File: src/design/crc_pkg.sv
// Ethernet FCS shared types
`default_nettype none

package crc_pkg;

    // One data word, also the width of the CRC register
    typedef logic [31:0] crc_word_t;

    // Every frame starts from an all-ones register
    localparam crc_word_t CRC_INIT = 32'hFFFF_FFFF;

    // Register contents after a good frame followed by its own FCS.
    // This is the non-reflected form of the usual CRC-32 magic number
    localparam crc_word_t CRC_RESIDUE = 32'hC704_DD7B;

    // Frame tracking in the decode stage
    typedef enum logic {
        IDLE,
        IN_FRAME
    } decode_state_t;

endpackage

`default_nettype wire

File: src/design/crc_word_if.sv
// Stage to stage word channel
`timescale 1ns/1ps
`default_nettype none

interface crc_word_if import crc_pkg::*; ();

    // No handshake, sof and eof only mean something while valid is high
    logic      valid;
    logic      sof;
    logic      eof;
    crc_word_t data;

    modport src (
        output valid,
        output sof,
        output eof,
        output data
    );

    modport dst (
        input valid,
        input sof,
        input eof,
        input data
    );

endinterface

`default_nettype wire

File: src/design/frame_decode.sv
// Frame boundary decode
`timescale 1ns/1ps
`default_nettype none

module frame_decode import crc_pkg::*; (
    input  wire            clk,
    input  wire            rst,
    input  wire            in_valid,
    input  wire            in_sof,
    input  wire            in_eof,
    input  wire crc_word_t in_data,
    crc_word_if.src        out
);

    decode_state_t state;
    decode_state_t state_next;
    logic          accept;
    crc_word_t     data_rev;

    // Byte 0 is sent first and each byte goes out LSB first.
    // Placing byte 0 reversed in the top byte gives the wire order MSB down
    function automatic crc_word_t reverse_bytes(crc_word_t w);
        crc_word_t r;
        for (int b = 0; b < 4; b++) begin
            for (int i = 0; i < 8; i++) begin
                r[(3 - b) * 8 + (7 - i)] = w[b * 8 + i];
            end
        end
        return r;
    endfunction

    // A word is taken if it opens a frame or falls inside one
    assign accept = in_valid && (in_sof || state == IN_FRAME);

    assign data_rev = reverse_bytes(in_data);

    always_comb begin
        state_next = state;
        case (state)
            IDLE: begin
                // Stray words without sof are dropped here
                if (in_valid && in_sof) begin
                    state_next = in_eof ? IDLE : IN_FRAME;
                end
            end
            IN_FRAME: begin
                // A fresh sof restarts the frame, the state stays put
                if (in_valid && in_eof) begin
                    state_next = IDLE;
                end
            end
            default: begin
                state_next = IDLE;
            end
        endcase
    end

    always_ff @(posedge clk) begin
        if (rst) begin
            state <= IDLE;
        end else begin
            state <= state_next;
        end
    end

    always_ff @(posedge clk) begin
        if (rst) begin
            out.valid <= 1'b0;
            out.sof   <= 1'b0;
            out.eof   <= 1'b0;
        end else begin
            out.valid <= accept;
            out.sof   <= accept && in_sof;
            out.eof   <= accept && in_eof;
        end
    end

    always_ff @(posedge clk) begin
        if (accept) begin
            out.data <= data_rev;
        end
    end

endmodule

`default_nettype wire

File: src/design/crc_execute.sv
// CRC word update stage
`timescale 1ns/1ps
`default_nettype none

module crc_execute import crc_pkg::*; #(
    parameter crc_word_t POLY = 32'h04C1_1DB7
) (
    input  wire     clk,
    input  wire     rst,
    crc_word_if.dst in,
    crc_word_if.src out
);

    crc_word_t crc_q;
    crc_word_t crc_seed;
    crc_word_t crc_next;

    // Word is already in wire order, MSB first, and the register is as
    // wide as the word, so the whole word can be XORed in before shifting
    function automatic crc_word_t fold_word(crc_word_t state, crc_word_t word);
        crc_word_t c;
        c = state ^ word;
        for (int i = 0; i < 32; i++) begin
            if (c[31]) begin
                c = (c << 1) ^ POLY;
            end else begin
                c = c << 1;
            end
        end
        return c;
    endfunction

    // Start of frame seeds the register, otherwise continue from the last word
    always_comb begin
        if (in.sof) begin
            crc_seed = CRC_INIT;
        end else begin
            crc_seed = crc_q;
        end
    end

    assign crc_next = fold_word(crc_seed, in.data);

    // Running state, only moves when a word arrives
    always_ff @(posedge clk) begin
        if (rst) begin
            crc_q <= CRC_INIT;
        end else if (in.valid) begin
            crc_q <= crc_next;
        end
    end

    always_ff @(posedge clk) begin
        if (rst) begin
            out.valid <= 1'b0;
            out.sof   <= 1'b0;
            out.eof   <= 1'b0;
        end else begin
            out.valid <= in.valid;
            out.sof   <= in.valid && in.sof;
            out.eof   <= in.valid && in.eof;
        end
    end

    // Result stage sees the state after this word
    always_ff @(posedge clk) begin
        if (in.valid) begin
            out.data <= crc_next;
        end
    end

endmodule

`default_nettype wire

File: src/design/fcs_result.sv
// End of frame FCS result
`timescale 1ns/1ps
`default_nettype none

module fcs_result import crc_pkg::*; #(
    parameter crc_word_t RESIDUE = CRC_RESIDUE
) (
    input  wire       clk,
    input  wire       rst,
    crc_word_if.dst   in,
    output logic      crc_valid,
    output crc_word_t crc_value,
    output logic      fcs_ok
);

    logic      frame_end;
    crc_word_t state_rev;

    // Register is MSB first, the FCS goes on the wire reflected
    function automatic crc_word_t reverse_word(crc_word_t w);
        crc_word_t r;
        for (int i = 0; i < 32; i++) begin
            r[31 - i] = w[i];
        end
        return r;
    endfunction

    assign frame_end = in.valid && in.eof;
    assign state_rev = reverse_word(in.data);

    always_ff @(posedge clk) begin
        if (rst) begin
            crc_valid <= 1'b0;
        end else begin
            crc_valid <= frame_end;
        end
    end

    // Value and check hold until the next frame ends
    always_ff @(posedge clk) begin
        if (rst) begin
            crc_value <= '0;
            fcs_ok    <= 1'b0;
        end else if (frame_end) begin
            crc_value <= ~state_rev;
            // With the FCS folded in, a clean frame leaves the fixed residue
            fcs_ok    <= (in.data == RESIDUE);
        end
    end

endmodule

`default_nettype wire

File: src/design/eth_fcs_top.sv
// Ethernet FCS pipeline top
`timescale 1ns/1ps
`default_nettype none

module eth_fcs_top import crc_pkg::*; #(
    parameter crc_word_t POLY    = 32'h04C1_1DB7,
    parameter crc_word_t RESIDUE = CRC_RESIDUE
) (
    input  wire            clk,
    input  wire            rst,
    input  wire            in_valid,
    input  wire            in_sof,
    input  wire            in_eof,
    input  wire crc_word_t in_data,
    output logic           crc_valid,
    output crc_word_t      crc_value,
    output logic           fcs_ok
);

    // Decode to execute carries the reversed word
    crc_word_if dec_if ();

    // Execute to result carries the CRC state after each word
    crc_word_if exe_if ();

    frame_decode u_decode (
        .clk      (clk),
        .rst      (rst),
        .in_valid (in_valid),
        .in_sof   (in_sof),
        .in_eof   (in_eof),
        .in_data  (in_data),
        .out      (dec_if.src)
    );

    crc_execute #(
        .POLY (POLY)
    ) u_execute (
        .clk (clk),
        .rst (rst),
        .in  (dec_if.dst),
        .out (exe_if.src)
    );

    fcs_result #(
        .RESIDUE (RESIDUE)
    ) u_result (
        .clk       (clk),
        .rst       (rst),
        .in        (exe_if.dst),
        .crc_valid (crc_valid),
        .crc_value (crc_value),
        .fcs_ok    (fcs_ok)
    );

endmodule

`default_nettype wire

File: config.mk
export PLATFORM = sky130hd
export DESIGN_NAME = eth_fcs_top
export DESIGN_NICKNAME = d
export VERILOG_FILES = /design/src/design/crc_pkg.sv /design/src/design/crc_word_if.sv /design/src/design/frame_decode.sv /design/src/design/crc_execute.sv /design/src/design/fcs_result.sv /design/src/design/eth_fcs_top.sv
export SDC_FILE = /design/constraint.sdc
export NUM_CORES = 1
export LEC_CHECK = 0
export ABC_AREA = 1
export BUFFER_PORTS_ARGS = -buffer_cell sky130_fd_sc_hd__buf_2
export CORE_MARGIN = 10
export CORE_UTILIZATION = 24
export DETAILED_ROUTE_END_ITERATION = 16
export GPL_TIMING_DRIVEN = 0
export HOLD_SLACK_MARGIN = 0.15
export PLACE_DENSITY_LB_ADDON = 0.15
export SLEW_MARGIN = 20
export SYNTH_ARGS = -nofsm -noshare
export SYNTH_HDL_FRONTEND = slang
export SYNTH_SLANG_ARGS = --single-unit
File: constraint.sdc
create_clock -name clk -period 6.79 [get_ports clk]
set_input_delay 0 -clock clk [delete_from_list [all_inputs] [get_ports clk]]
set_output_delay 0 -clock clk [all_outputs]
set_load 0.005 [all_outputs]
Yosys cells after proc, flatten, opt, wreduce, memory -nomap -nowiden --
Index checks and enable logic that the tools add are counted.
Operators by class: equal/unequal tests 1, muxes and demuxes 37, bitwise gates (word level) 35, reduce and logical (&&, ||, !) cells 8
Operators by type and width (count):
- 27-bit two-way mux | 32
- 14-bit inverter | 32
- 32-bit equality test, second input constant | 1
- 32-bit two-way mux | 1
- 32-bit inverter | 1
- 32-bit bitwise XOR | 1
- 1-bit logical AND | 7
- 1-bit two-way mux | 3
- 1-bit case mux with 2 select lines | 1
- 1-bit logical OR | 1
- 1-bit inverter | 1
Word-level totals: register bits after elaboration 136, input bits 37, output and inout bits 34, logic and storage cells 93

Longest topological paths before layout --
Gate-level depths: netlist of the first run.
depth after elaboration 66, gate-level depth with buffers 29, depth with buffers taken out 28

Modules after synthesis --
Synthesis of the first run repeated with hierarchy kept, for this count alone.
Second synthesis, totals: cells, all modules 1364, area, all modules 10149.7 µm²
Modules (own cells, without submodules):
- crc_execute | instances 1, cells each 1168, area each 7604.8 µm², sequential area each 1661.6 µm²
- fcs_result | instances 1, cells each 148, area each 1443.9 µm², sequential area each 680.7 µm²
- frame_decode | instances 1, cells each 48, area each 1101.1 µm², sequential area each 1041.0 µm²

Worst setup path before layout of the first run --
Ideal clock, no wire load.
path type flip-flop to flip-flop, start point reg u_decode.out.sof, end point reg u_execute.out.data[12] (data pin), setup time 0.255 ns, data arrival time 2.605 ns, data required time 6.535 ns, path slack 3.930 ns, cell stages (with the launch flop) 26, path buffers 2, clock period less this slack 2.860 ns, cell sequence dfxtp_1 -> buf_6 -> buf_6 -> nor2_2 -> nor2_1 -> nor2_2 -> nand2_1 -> nand2_4 -> nand2_2 -> nand3_1 -> nand2_1 -> nand2_1 -> nand2_4 -> nand2_2 -> nand3_2 -> nand2_2 -> nand2_1 -> nand2_2 -> nand2_1 -> nand2_4 -> nand2_1 -> nand2_1 -> nand2_1 -> nand2_1 -> nand2_1 -> and2_1
Between the ends: word-level cells in the longest chain between the ends 42, elaborated cells between the ends (all ways) 65, those cells by class mux: 33; bitwise: 32
Ends and longest elaborated chain:
- from (decl) | RTL line crc_word_if.sv:15 | output sof,
- from (signal assigned) | RTL line frame_decode.sv:73 | out.sof <= accept && in_sof;
- 32-bit two-way mux (*) | RTL line crc_execute.sv:35 | if (in.sof) begin
- 32-bit bitwise XOR (*) | RTL line crc_execute.sv:22 | c = state ^ word;
- 27-bit two-way mux or 14-bit inverter (tied branches) (3 in series)
- 14-bit inverter (no line) or 27-bit two-way mux (tied branches)
- 27-bit two-way mux | RTL line crc_execute.sv:24 | if (c[31]) begin
- 27-bit two-way mux or 14-bit inverter (tied branches) (4 in series)
- 27-bit two-way mux | RTL line crc_execute.sv:24
- 14-bit inverter (no line) or 27-bit two-way mux (tied branches)
- [22 not listed]
- 27-bit two-way mux or 14-bit inverter (tied branches)
- 14-bit inverter (no line) or 27-bit two-way mux (tied branches)
- 27-bit two-way mux or 14-bit inverter (tied branches)
- 14-bit inverter (no line) or 27-bit two-way mux (tied branches)
- 27-bit two-way mux or 14-bit inverter (tied branches)
- 14-bit inverter (no line) or 27-bit two-way mux (tied branches)
- 27-bit two-way mux (*) | RTL line crc_execute.sv:24
- via u_execute.crc_next[12] | RTL line crc_execute.sv:16 | crc_word_t crc_next;
- to (signal assigned) | RTL line crc_execute.sv:68 | out.data <= crc_next;
- to (decl) | RTL line crc_word_if.sv:17 | output data
The timed path passes the listed nets; every way through them passes the cells marked *. A chain may end at the register's enable or synchronous reset.

Final worst setup path of the first run --
start point reg u_decode.out.sof, end point reg u_execute.out.data[13] (data pin)
Between the ends: word-level cells in the longest chain between the ends 42, elaborated cells between the ends (all ways) 64, those cells by class mux: 33; bitwise: 31
Ends and longest elaborated chain (RTL line):
- 32-bit two-way mux (*) | crc_execute.sv:35
- 32-bit bitwise XOR (*) | crc_execute.sv:22
- 27-bit two-way mux or 14-bit inverter (tied branches)
- 27-bit two-way mux | crc_execute.sv:24
- 14-bit inverter (no line)
- 27-bit two-way mux | crc_execute.sv:24
- 27-bit two-way mux or 14-bit inverter (tied branches) (2 in series)
- 27-bit two-way mux | crc_execute.sv:24
- [25 not listed]
- 27-bit two-way mux or 14-bit inverter (tied branches)
- 14-bit inverter (no line) or 27-bit two-way mux (tied branches)
- 27-bit two-way mux | crc_execute.sv:24
- 14-bit inverter (no line)
- 27-bit two-way mux | crc_execute.sv:24
- 14-bit inverter (no line)
- 27-bit two-way mux (*) (2 in series) | crc_execute.sv:24
- via u_execute.crc_next[13] | crc_execute.sv:16
Marked as above.

==> impl_metrics.yaml, run 1 <==
layout:
  syn_to_final_growth_pct: 21.1
  drive_above_1_share: 0.160
  num_antenna_cells: 0
  fin_nets: 1520
  final_cell_mix: "nand2_1, nand3_1, xor2_1"
  layout_commonest_cell: "nand2_1"
worst_setup_path:
  cp_data_arrival_time_ps: 4300
  critPathMaxFanout: 10
  crit_path_end_kind: "register"
  cp.required_ps: 6970
  worst_setup_path_start_kind: "register"
  worstSetupPathType: "register to register"
global_route:
  grt_usage: 0.142
  grt_pass1_wl_um: 51100
  antenna_found_initial: 0
  grt_max_degree: 34
  grt_overflow: 0
  grt_pass1_vias: 8573
route:
  vias: 8932
  drc_errors: 0
  first_pass_iters: 5
  avgRoutedWirePerCell_um: 17.0
  via_per_inst: 4.42
  drt_iter0_drc: 579
  finalWirelength_um: 34500
  ant_nets: 0
sta:
  whs_ps: 271
  timing.fmax_mhz: 243
  layout_setup_ws_ps: 2670
  finalCritPeriodShare: 0.606
  hold_viol: 0
  tightest_slew_ps: 807
  finClkSkew_ps: 12.5
  slew_headroom: 0.462
  rsz0062_at_grt: "no"
  setup_viol: 0
  finalMaxSlewViolations: 0
  fin_crit_ps: 4120
  setup_tns_ps: 0
clocking:
  cts_tree: "done"
  postCtsSetupBuffers: 0
  clk_pin_slew_ps: 60
  htree_levels: 4
  cts_sinks: 136
  cts.path.max_buffers: 2
  cts-root-buf: "clkbuf_16"
  cts_buffers: 17
  hold_buffers: 38
  clock_latency_ps: 430
  cts_resized: 0
run_status:
  status: "completed"
flow_run:
  maxCapViolCount: 0
logic_synthesis:
  synth_top_cell_by_area: "nand2_1"
  synth_top_area_frac: 0.212
  synth_edf_count: 64
  ys.flop_type: "dfxtp_1"
  syn_area_per_cell_sq_um: 7.06
  yosysUniqueCellTypes: 43
  seq_area_frac_synth: 0.351
  synth.area.top_cells: "nand2_1, edfxtp_1, dfxtp_1"
  synth_seq_cells: 136
  synth_cells: 1355
  synth-async-reset-ratio: 0
  syn-cell-area_sq_um: 9570
  synth_warnings: 0
  synth_nets: 1392
floorplan:
  ios: 71
  die_h_um: 220
  dieArea_sq_um: 48300
  initial_core_util: 0.242
  row_count: 73
  core_area_sq_um: 39500
  die_w_um: 220
placement:
  port_buffers: 70
  place.gp.congestion: 0.856
  pre_cts_slack_ps: 2710
  place_hpwl_um: 27600
hold_path:
  hp-class: "input pin to register"
==> critical path, stage by stage (launching register included) <==
cell	delay [ps]
dfxtp_1	480
nor2_1	70
nand2_1	60
nand2_1	320
inv_1	380
nand2_1	110
nand2_2	180
nand2_1	70
nand2_1	130
nand2_1	60
nand2_1	260
nand2_1	90
nand2_1	240
nand3_1	220
nand3_1	180
nand2_4	150
inv_4	160
nand2_1	80
nand2_2	150
nand2_1	70
nand2_1	120
nand3_1	110
nand2_1	120
inv_1	50
==> kinds of logic (layout without fill, tap and decap cells) <==
| kind of cell | after synthesis | count (layout) | synth area share |
|---|---|---|---|
| xor gates and xnor gates | 136 | 136 | 0.139 |
| DFF | 136 | 136 | 0.351 |
| and+or+nand+nor | 854 | 854 | 0.399 |
| AOI/OAI and AO/OA | 113 | 113 | 0.0601 |
| buffers and inverters | 116 | 257 | 0.0501 |
==> state kept, by name, summed over array words and instances (netlist names) <==
| register | count |
|---|---|
| u_decode.out.data | 32 |
| u_execute.crc_q | 32 |
| u_execute.out.data | 32 |
| u_result.crc_value | 32 |
| u_decode.out.eof | 1 |
| u_decode.out.sof | 1 |
| u_decode.out.valid | 1 |
| u_decode.state | 1 |
| u_execute.out.eof | 1 |
| u_execute.out.valid | 1 |
| u_result.crc_valid | 1 |
| u_result.fcs_ok | 1 |
==> layout make-up <==
class,instances,area [sq um]
plain buffers,27,140
clock buffers,22,517
clock inverters,10,92.6
fillers,4327,28000
inverters,89,339
multi-input cells,1103,5730
flip-flops and latches,136,3360
well taps,525,657
repair buffers,109,751
==> synth_stat cells, types with 2 or more instances <==
library cell	n
nor2_1	49
nand2_1	541
xor2_2	6
nand4_1	13
o21ai_0	40
xor2_1	95
edfxtp_1	64
dfxtp_1	72
nand2_2	60
o21bai_1	2
clkbuf_1	17
inv_1	72
buf_6	4
or2_2	3
nand2_4	13
nor2_2	12
and2_1	12
xnor2_2	4
buf_2	4
inv_4	2
o21ai_1	5
nand3_1	125
xnor2_1	27
inv_2	14
or2_1	5
nand3b_1	6
nand3_2	8
a21oi_1	64
xor2_4	2
==> stage by stage <==
step / instances / utilization / instance area (sq um)
4_1_cts: 2021 / 0.293 / 11600
2_1_floorplan: 1355 / - / 9570
3_5_place_dp: 1951 / 0.268 / 10600
3_3_place_gp: 1950 / 0.267 / 10600
6_report: 2021 / 0.293 / 11600
5_1_grt: 2021 / 0.293 / 11600
==> final timing paths <==
check | from | end | slack (ps) | cells after the start
max | u_decode.out.sof | u_execute.out.data[13] | 2670 | 23
min | in_data[18] | u_decode.out.data[13] | 270 | 2
max reg2reg | u_decode.out.sof | u_execute.out.data[13] | 2670 | 23
min reg2reg | u_decode.out.eof | u_execute.out.eof | 430 | 2
==> routing by layer <==
layer  GRT usage  up-vias  share of wire
met1       0.182     4109           0.47
li1            -     4592              -
met2       0.235      202           0.46
met3      0.0250       29          0.046
met4      0.0466        0          0.022
met5           0        -              0
Power of run 1 is not shown: default switching activity piles up to over one toggle a cycle in this logic, so the estimate is an artifact.
==> inputs of run 2 (changes only) <==
==> constraint.sdc (replaced) <==
create_clock -name clk -period 3.4 [get_ports clk]
set_input_delay 0 -clock clk [delete_from_list [all_inputs] [get_ports clk]]
set_output_delay 0 -clock clk [all_outputs]
set_load 0.005 [all_outputs]
==> impl_metrics.yaml, run 2 (same netlist as run 1, synthesis figures left out) <==
run_status:
  status: "completed"
clocking:
  cts_buffers: 17
  clk_pin_slew_ps: 60
  cts.path.max_buffers: 2
  cts_sinks: 136
  htree_levels: 4
  cts-root-buf: "clkbuf_16"
  clock_latency_ps: 440
  cts_tree: "done"
worst_setup_path:
  worst-path-buf-inv: 3
  worst_setup_path_start_kind: "register"
  critPathMaxFanout: 7
  cp.required_ps: 3720
  cpMostUsedCell: "nand2_1"
  crit_slowest_cell: "xnor2_1"
  slowest_delay_ps: 450
  cp_data_arrival_time_ps: 3620
  ff2ff_setup_slack_ps: 100
  crit_chain: "buf_12 -> clkbuf_16 -> nor2_4 -> xor2_2 -> nand2_1 -> nand2_1 -> nand3_1 -> nand2_2 -> inv_4 -> nand2_2 -> nand2_4 -> nand2_2 -> nand2_1 -> xnor2_1 -> xnor2_1 -> xor2_2 -> nand2_1 -> o211ai_1"
  crit_path_end_kind: "register"
  cp_top_family: "simple AND/OR/NAND/NOR gates"
  worstSetupPathType: "register to register"
layout:
  fin_nets: 1636
  syn_to_final_growth_pct: 47.6
  n_fill_cell: 4126
  drive_above_1_share: 0.357
  seq_area_sq_um: 3370
  num_antenna_cells: 0
  multi_input_area_sq_um: 7150
  stdcell_count: 2137
  layout_commonest_cell: "nand2_1"
  final_cell_mix: "nand2_1, nand2_2, buf_4"
global_route:
  grt_pass1_vias: 8906
  grt_max_degree: 34
  antenna_found_initial: 0
  grt_usage: 0.145
  grt_overflow: 0
  grt_pass1_wl_um: 52600
sta:
  finalMaxSlewViolations: 0
  finalCritPeriodShare: 0.972
  fin_crit_ps: 3300
  hold_viol: 0
  finClkSkew_ps: 14.2
  slew_headroom: 0.465
  setup_viol: 0
  rsz0062_at_grt: "yes"
  tightest_slew_ps: 802
  timing.fmax_mhz: 303
placement:
  port_buffers: 70
  place_hpwl_um: 27600
  place.gp.congestion: 0.856
  dp_cells: 1951
floorplan:
  row_count: 73
  die_w_um: 220
  core_area_sq_um: 39500
  initial_core_util: 0.242
  ios: 71
  die_h_um: 220
  dieArea_sq_um: 48300
route:
  drt_iter0_drc: 499
  vias: 9608
  avgRoutedWirePerCell_um: 17.2
  drc_errors: 0
  ant_nets: 0
  finalWirelength_um: 36700
  first_pass_iters: 5
  via_per_inst: 4.50
hold_path:
  hp-class: "input pin to register"
flow_run:
  maxCapViolCount: 0
run 2: area by class of cell:
class | count | area share
multi-input combinational | 1103 | 0.506
sequential | 136 | 0.238
timing repair buffer | 225 | 0.127
tap | 525 | 0.0465
clock buffer | 22 | 0.0366
inverter | 89 | 0.0256
buffer | 27 | 0.0136
clock inverter | 10 | 0.00655
run 2: path summary, 6_finish.rpt:
path	from	endpoint	cells after the start
setup reg to reg	u_decode.out.sof	u_execute.crc_q[25]	18
setup / recovery	u_decode.out.sof	u_execute.crc_q[25]	18
hold reg to reg	u_decode.out.eof	u_execute.out.eof	2
hold / removal	in_data[9]	u_decode.out.data[22]	2
run 2: timing repair:
| action | 4_1_cts | 5_1_grt |
|---|---|---|
| setup endpoints to repair | 62 | 61 |
| gates cloned | 1 | 3 |
| pin swaps | 29 | 112 |
| hold endpoints to repair | 40 | 0 |
| gates resized for setup | 111 | 237 |
| hold buffers | 38 | 0 |
| setup buffers | 35 | 77 |
run 2: metal layers:
metal	track usage	up-vias	wire, um	share of wire
li1	-	4808	-	-
met1	0.184	4538	16600	0.45
met2	0.241	205	17300	0.47
met3	0.0255	57	1630	0.044
met4	0.0548	0	1210	0.033
met5	0	-	0	0
run 2: through the flow:
step / hold slack [ps] / TNS, ps / area [sq um] / util / worst slack [ps]
final: 272 / 0 / 14100 / 0.357 / 96.4
after global routing: 270 / -628 / 14100 / 0.357 / -79.8
after CTS: 257 / 0 / 12300 / 0.312 / 0.842
after detailed placement: 178 / -26900 / 10600 / 0.268 / -683
after global placement: 177 / -25030 / 10600 / 0.267 / -684
after floorplan: 95.6 / 0 / 9570 / - / 540
run 2: worst reg2reg max path: cells and delay by family (launching register included):
family / cells / cell delay (ps)
compound gates: 1 / 140
xor+xnor: 4 / 1100
buf+inv: 3 / 420
flops: 1 / 390
simple gates: 10 / 1150
Power of run 2 is left out for the same reason.
==> inputs of run 3 (changes only) <==
--- a/config.mk
+++ b/config.mk
@@ -7,7 +7,7 @@
 export LEC_CHECK = 0
 export ABC_AREA = 1
 export BUFFER_PORTS_ARGS = -buffer_cell sky130_fd_sc_hd__buf_2
-export CORE_MARGIN = 10
+export CORE_MARGIN = 4
 export CORE_UTILIZATION = 24
 export DETAILED_ROUTE_END_ITERATION = 16
 export GPL_TIMING_DRIVEN = 0
==> impl_metrics.yaml, run 3 (same netlist as run 1, synthesis figures left out) <==
layout:
  stdcell_count: 2094
  seq_area_sq_um: 3370
  syn_to_final_growth_pct: 39.3
  final_cell_mix: "nand2_1, nand2_2, nand3_1"
  drive_above_1_share: 0.308
  fin_nets: 1600
  num_antenna_cells: 0
  final_cell_area_sq_um: 13300
  layout_commonest_cell: "nand2_1"
  n_fill_cell: 4171
  multi_input_area_sq_um: 6820
sta:
  finalCritPeriodShare: 0.974
  fin_crit_ps: 3310
  tightest_slew_ps: 886
  rsz0062_at_grt: "yes"
  finalMaxSlewViolations: 0
  hold_viol: 0
  layout_setup_ws_ps: 89.5
  timing.fmax_mhz: 302
  slew_headroom: 0.409
  setup_tns_ps: 0
  setup_viol: 0
  finClkSkew_ps: 14.2
clocking:
  clock_latency_ps: 430
  clk_pin_slew_ps: 60
  cts_buffers: 17
  cts_sinks: 136
  cts-root-buf: "clkbuf_16"
  htree_levels: 4
  cts_tree: "done"
  cts.path.max_buffers: 2
worst_setup_path:
  ff2ff_setup_slack_ps: 90
  cp_data_arrival_time_ps: 3510
  timing.rr.end: "u_execute.out.data[6]"
  cp.required_ps: 3600
  reg2reg_depth: 20
  crit_path_end_kind: "register"
  crit_path_start: "u_decode.out.sof"
  critPathMaxFanout: 10
  r2r-start: "u_decode.out.sof"
  worstSetupPathType: "register to register"
  worst_setup_path_start_kind: "register"
hold_path:
  hold_end: "u_decode.out.data[8]"
  worstHoldStart: "in_data[23]"
  hp-class: "input pin to register"
  hold_depth: 2
global_route:
  antenna_found_initial: 0
  grt_overflow: 0
  grt_pass1_wl_um: 52100
  grt_pass1_vias: 8710
  grt_usage: 0.158
  grt_max_degree: 35
floorplan:
  initial_core_util: 0.245
  die_w_um: 208
  dieArea_sq_um: 43100
  die_h_um: 208
  core_area_sq_um: 39000
  row_count: 72
  ios: 71
placement:
  place.gp.congestion: 0.858
  dp_cells: 1943
  place_hpwl_um: 27200
  port_buffers: 70
  pre_cts_slack_ps: -608
  placed_cell_area_sq_um: 10600
route:
  vias: 9361
  drc_errors: 0
  drt_iter0_drc: 599
  first_pass_iters: 6
  ant_nets: 0
  via_per_inst: 4.47
  avgRoutedWirePerCell_um: 16.9
  finalWirelength_um: 35400
flow_run:
  maxCapViolCount: 0
run_status:
  status: "completed"
run 3: what timing repair did:
item | in CTS | in global routing
setup buffers | 31 | 49
hold buffers | 38 | 0
hold endpoints to repair | 41 | 0
pin swaps | 24 | 78
setup endpoints to repair | 62 | 61
resized for setup | 93 | 182
gates cloned | 0 | 1
run 3: worst max-delay path by stage:
| stage | slack (ps) | endpoint | cells after the start |
|---|---|---|---|
| 2_1_floorplan | 540 | u_execute.out.data[12] | 25 |
| 3_3_place_gp | -610 | u_execute.out.data[13] | 22 |
| 3_5_place_dp | -610 | u_execute.out.data[13] | 22 |
| 4_1_cts | -20 | u_execute.out.data[11] | 24 |
| 5_1_grt | -110 | u_execute.out.data[12] | 25 |
| 6_report | 90 | u_execute.out.data[6] | 20 |
run 3: per-stage QoR:
stage,utilization,hold WS (ps)
3_5_place_dp,0.271,178
3_3_place_gp,0.271,176
6_report,0.342,281
2_1_floorplan,-,95.6
4_1_cts,0.311,258
5_1_grt,0.342,280
run 3: critical path, stage by stage (launching register included):
cell     delay [ps]
dfxtp_4         370
buf_12          160
buf_12          150
nor2_4          110
xor2_2          250
buf_6           160
xor2_4          150
nand2_2         110
nand2_4         100
nand2_2          60
nand2_4         130
inv_2            80
nand2_2         110
nand2_4          70
nand2_1         100
nand2_4          90
nand2_2         130
nand2_8         100
buf_4           150
xor2_1          140
xnor2_1         340
run 3: per-layer routing:
| layer | track usage | up-vias | part of all wire |
|---|---|---|---|
| met5 | 0 | - | 0 |
| met4 | 0.0523 | 0 | 0.030 |
| met3 | 0.0252 | 44 | 0.044 |
| met2 | 0.262 | 227 | 0.47 |
| met1 | 0.211 | 4349 | 0.46 |
| li1 | - | 4741 | - |
run 3: area by class of cell:
| type | count | area share |
|---|---|---|
| Buffer | 27 | 0.0144 |
| Clock buffer | 21 | 0.0346 |
| Clock inverter | 11 | 0.00629 |
| Inverter | 89 | 0.0269 |
| Multi-Input combinational cell | 1103 | 0.512 |
| Sequential cell | 136 | 0.253 |
| Tap cell | 518 | 0.0486 |
| Timing Repair Buffer | 189 | 0.105 |
Power of run 3 is left out for the same reason.
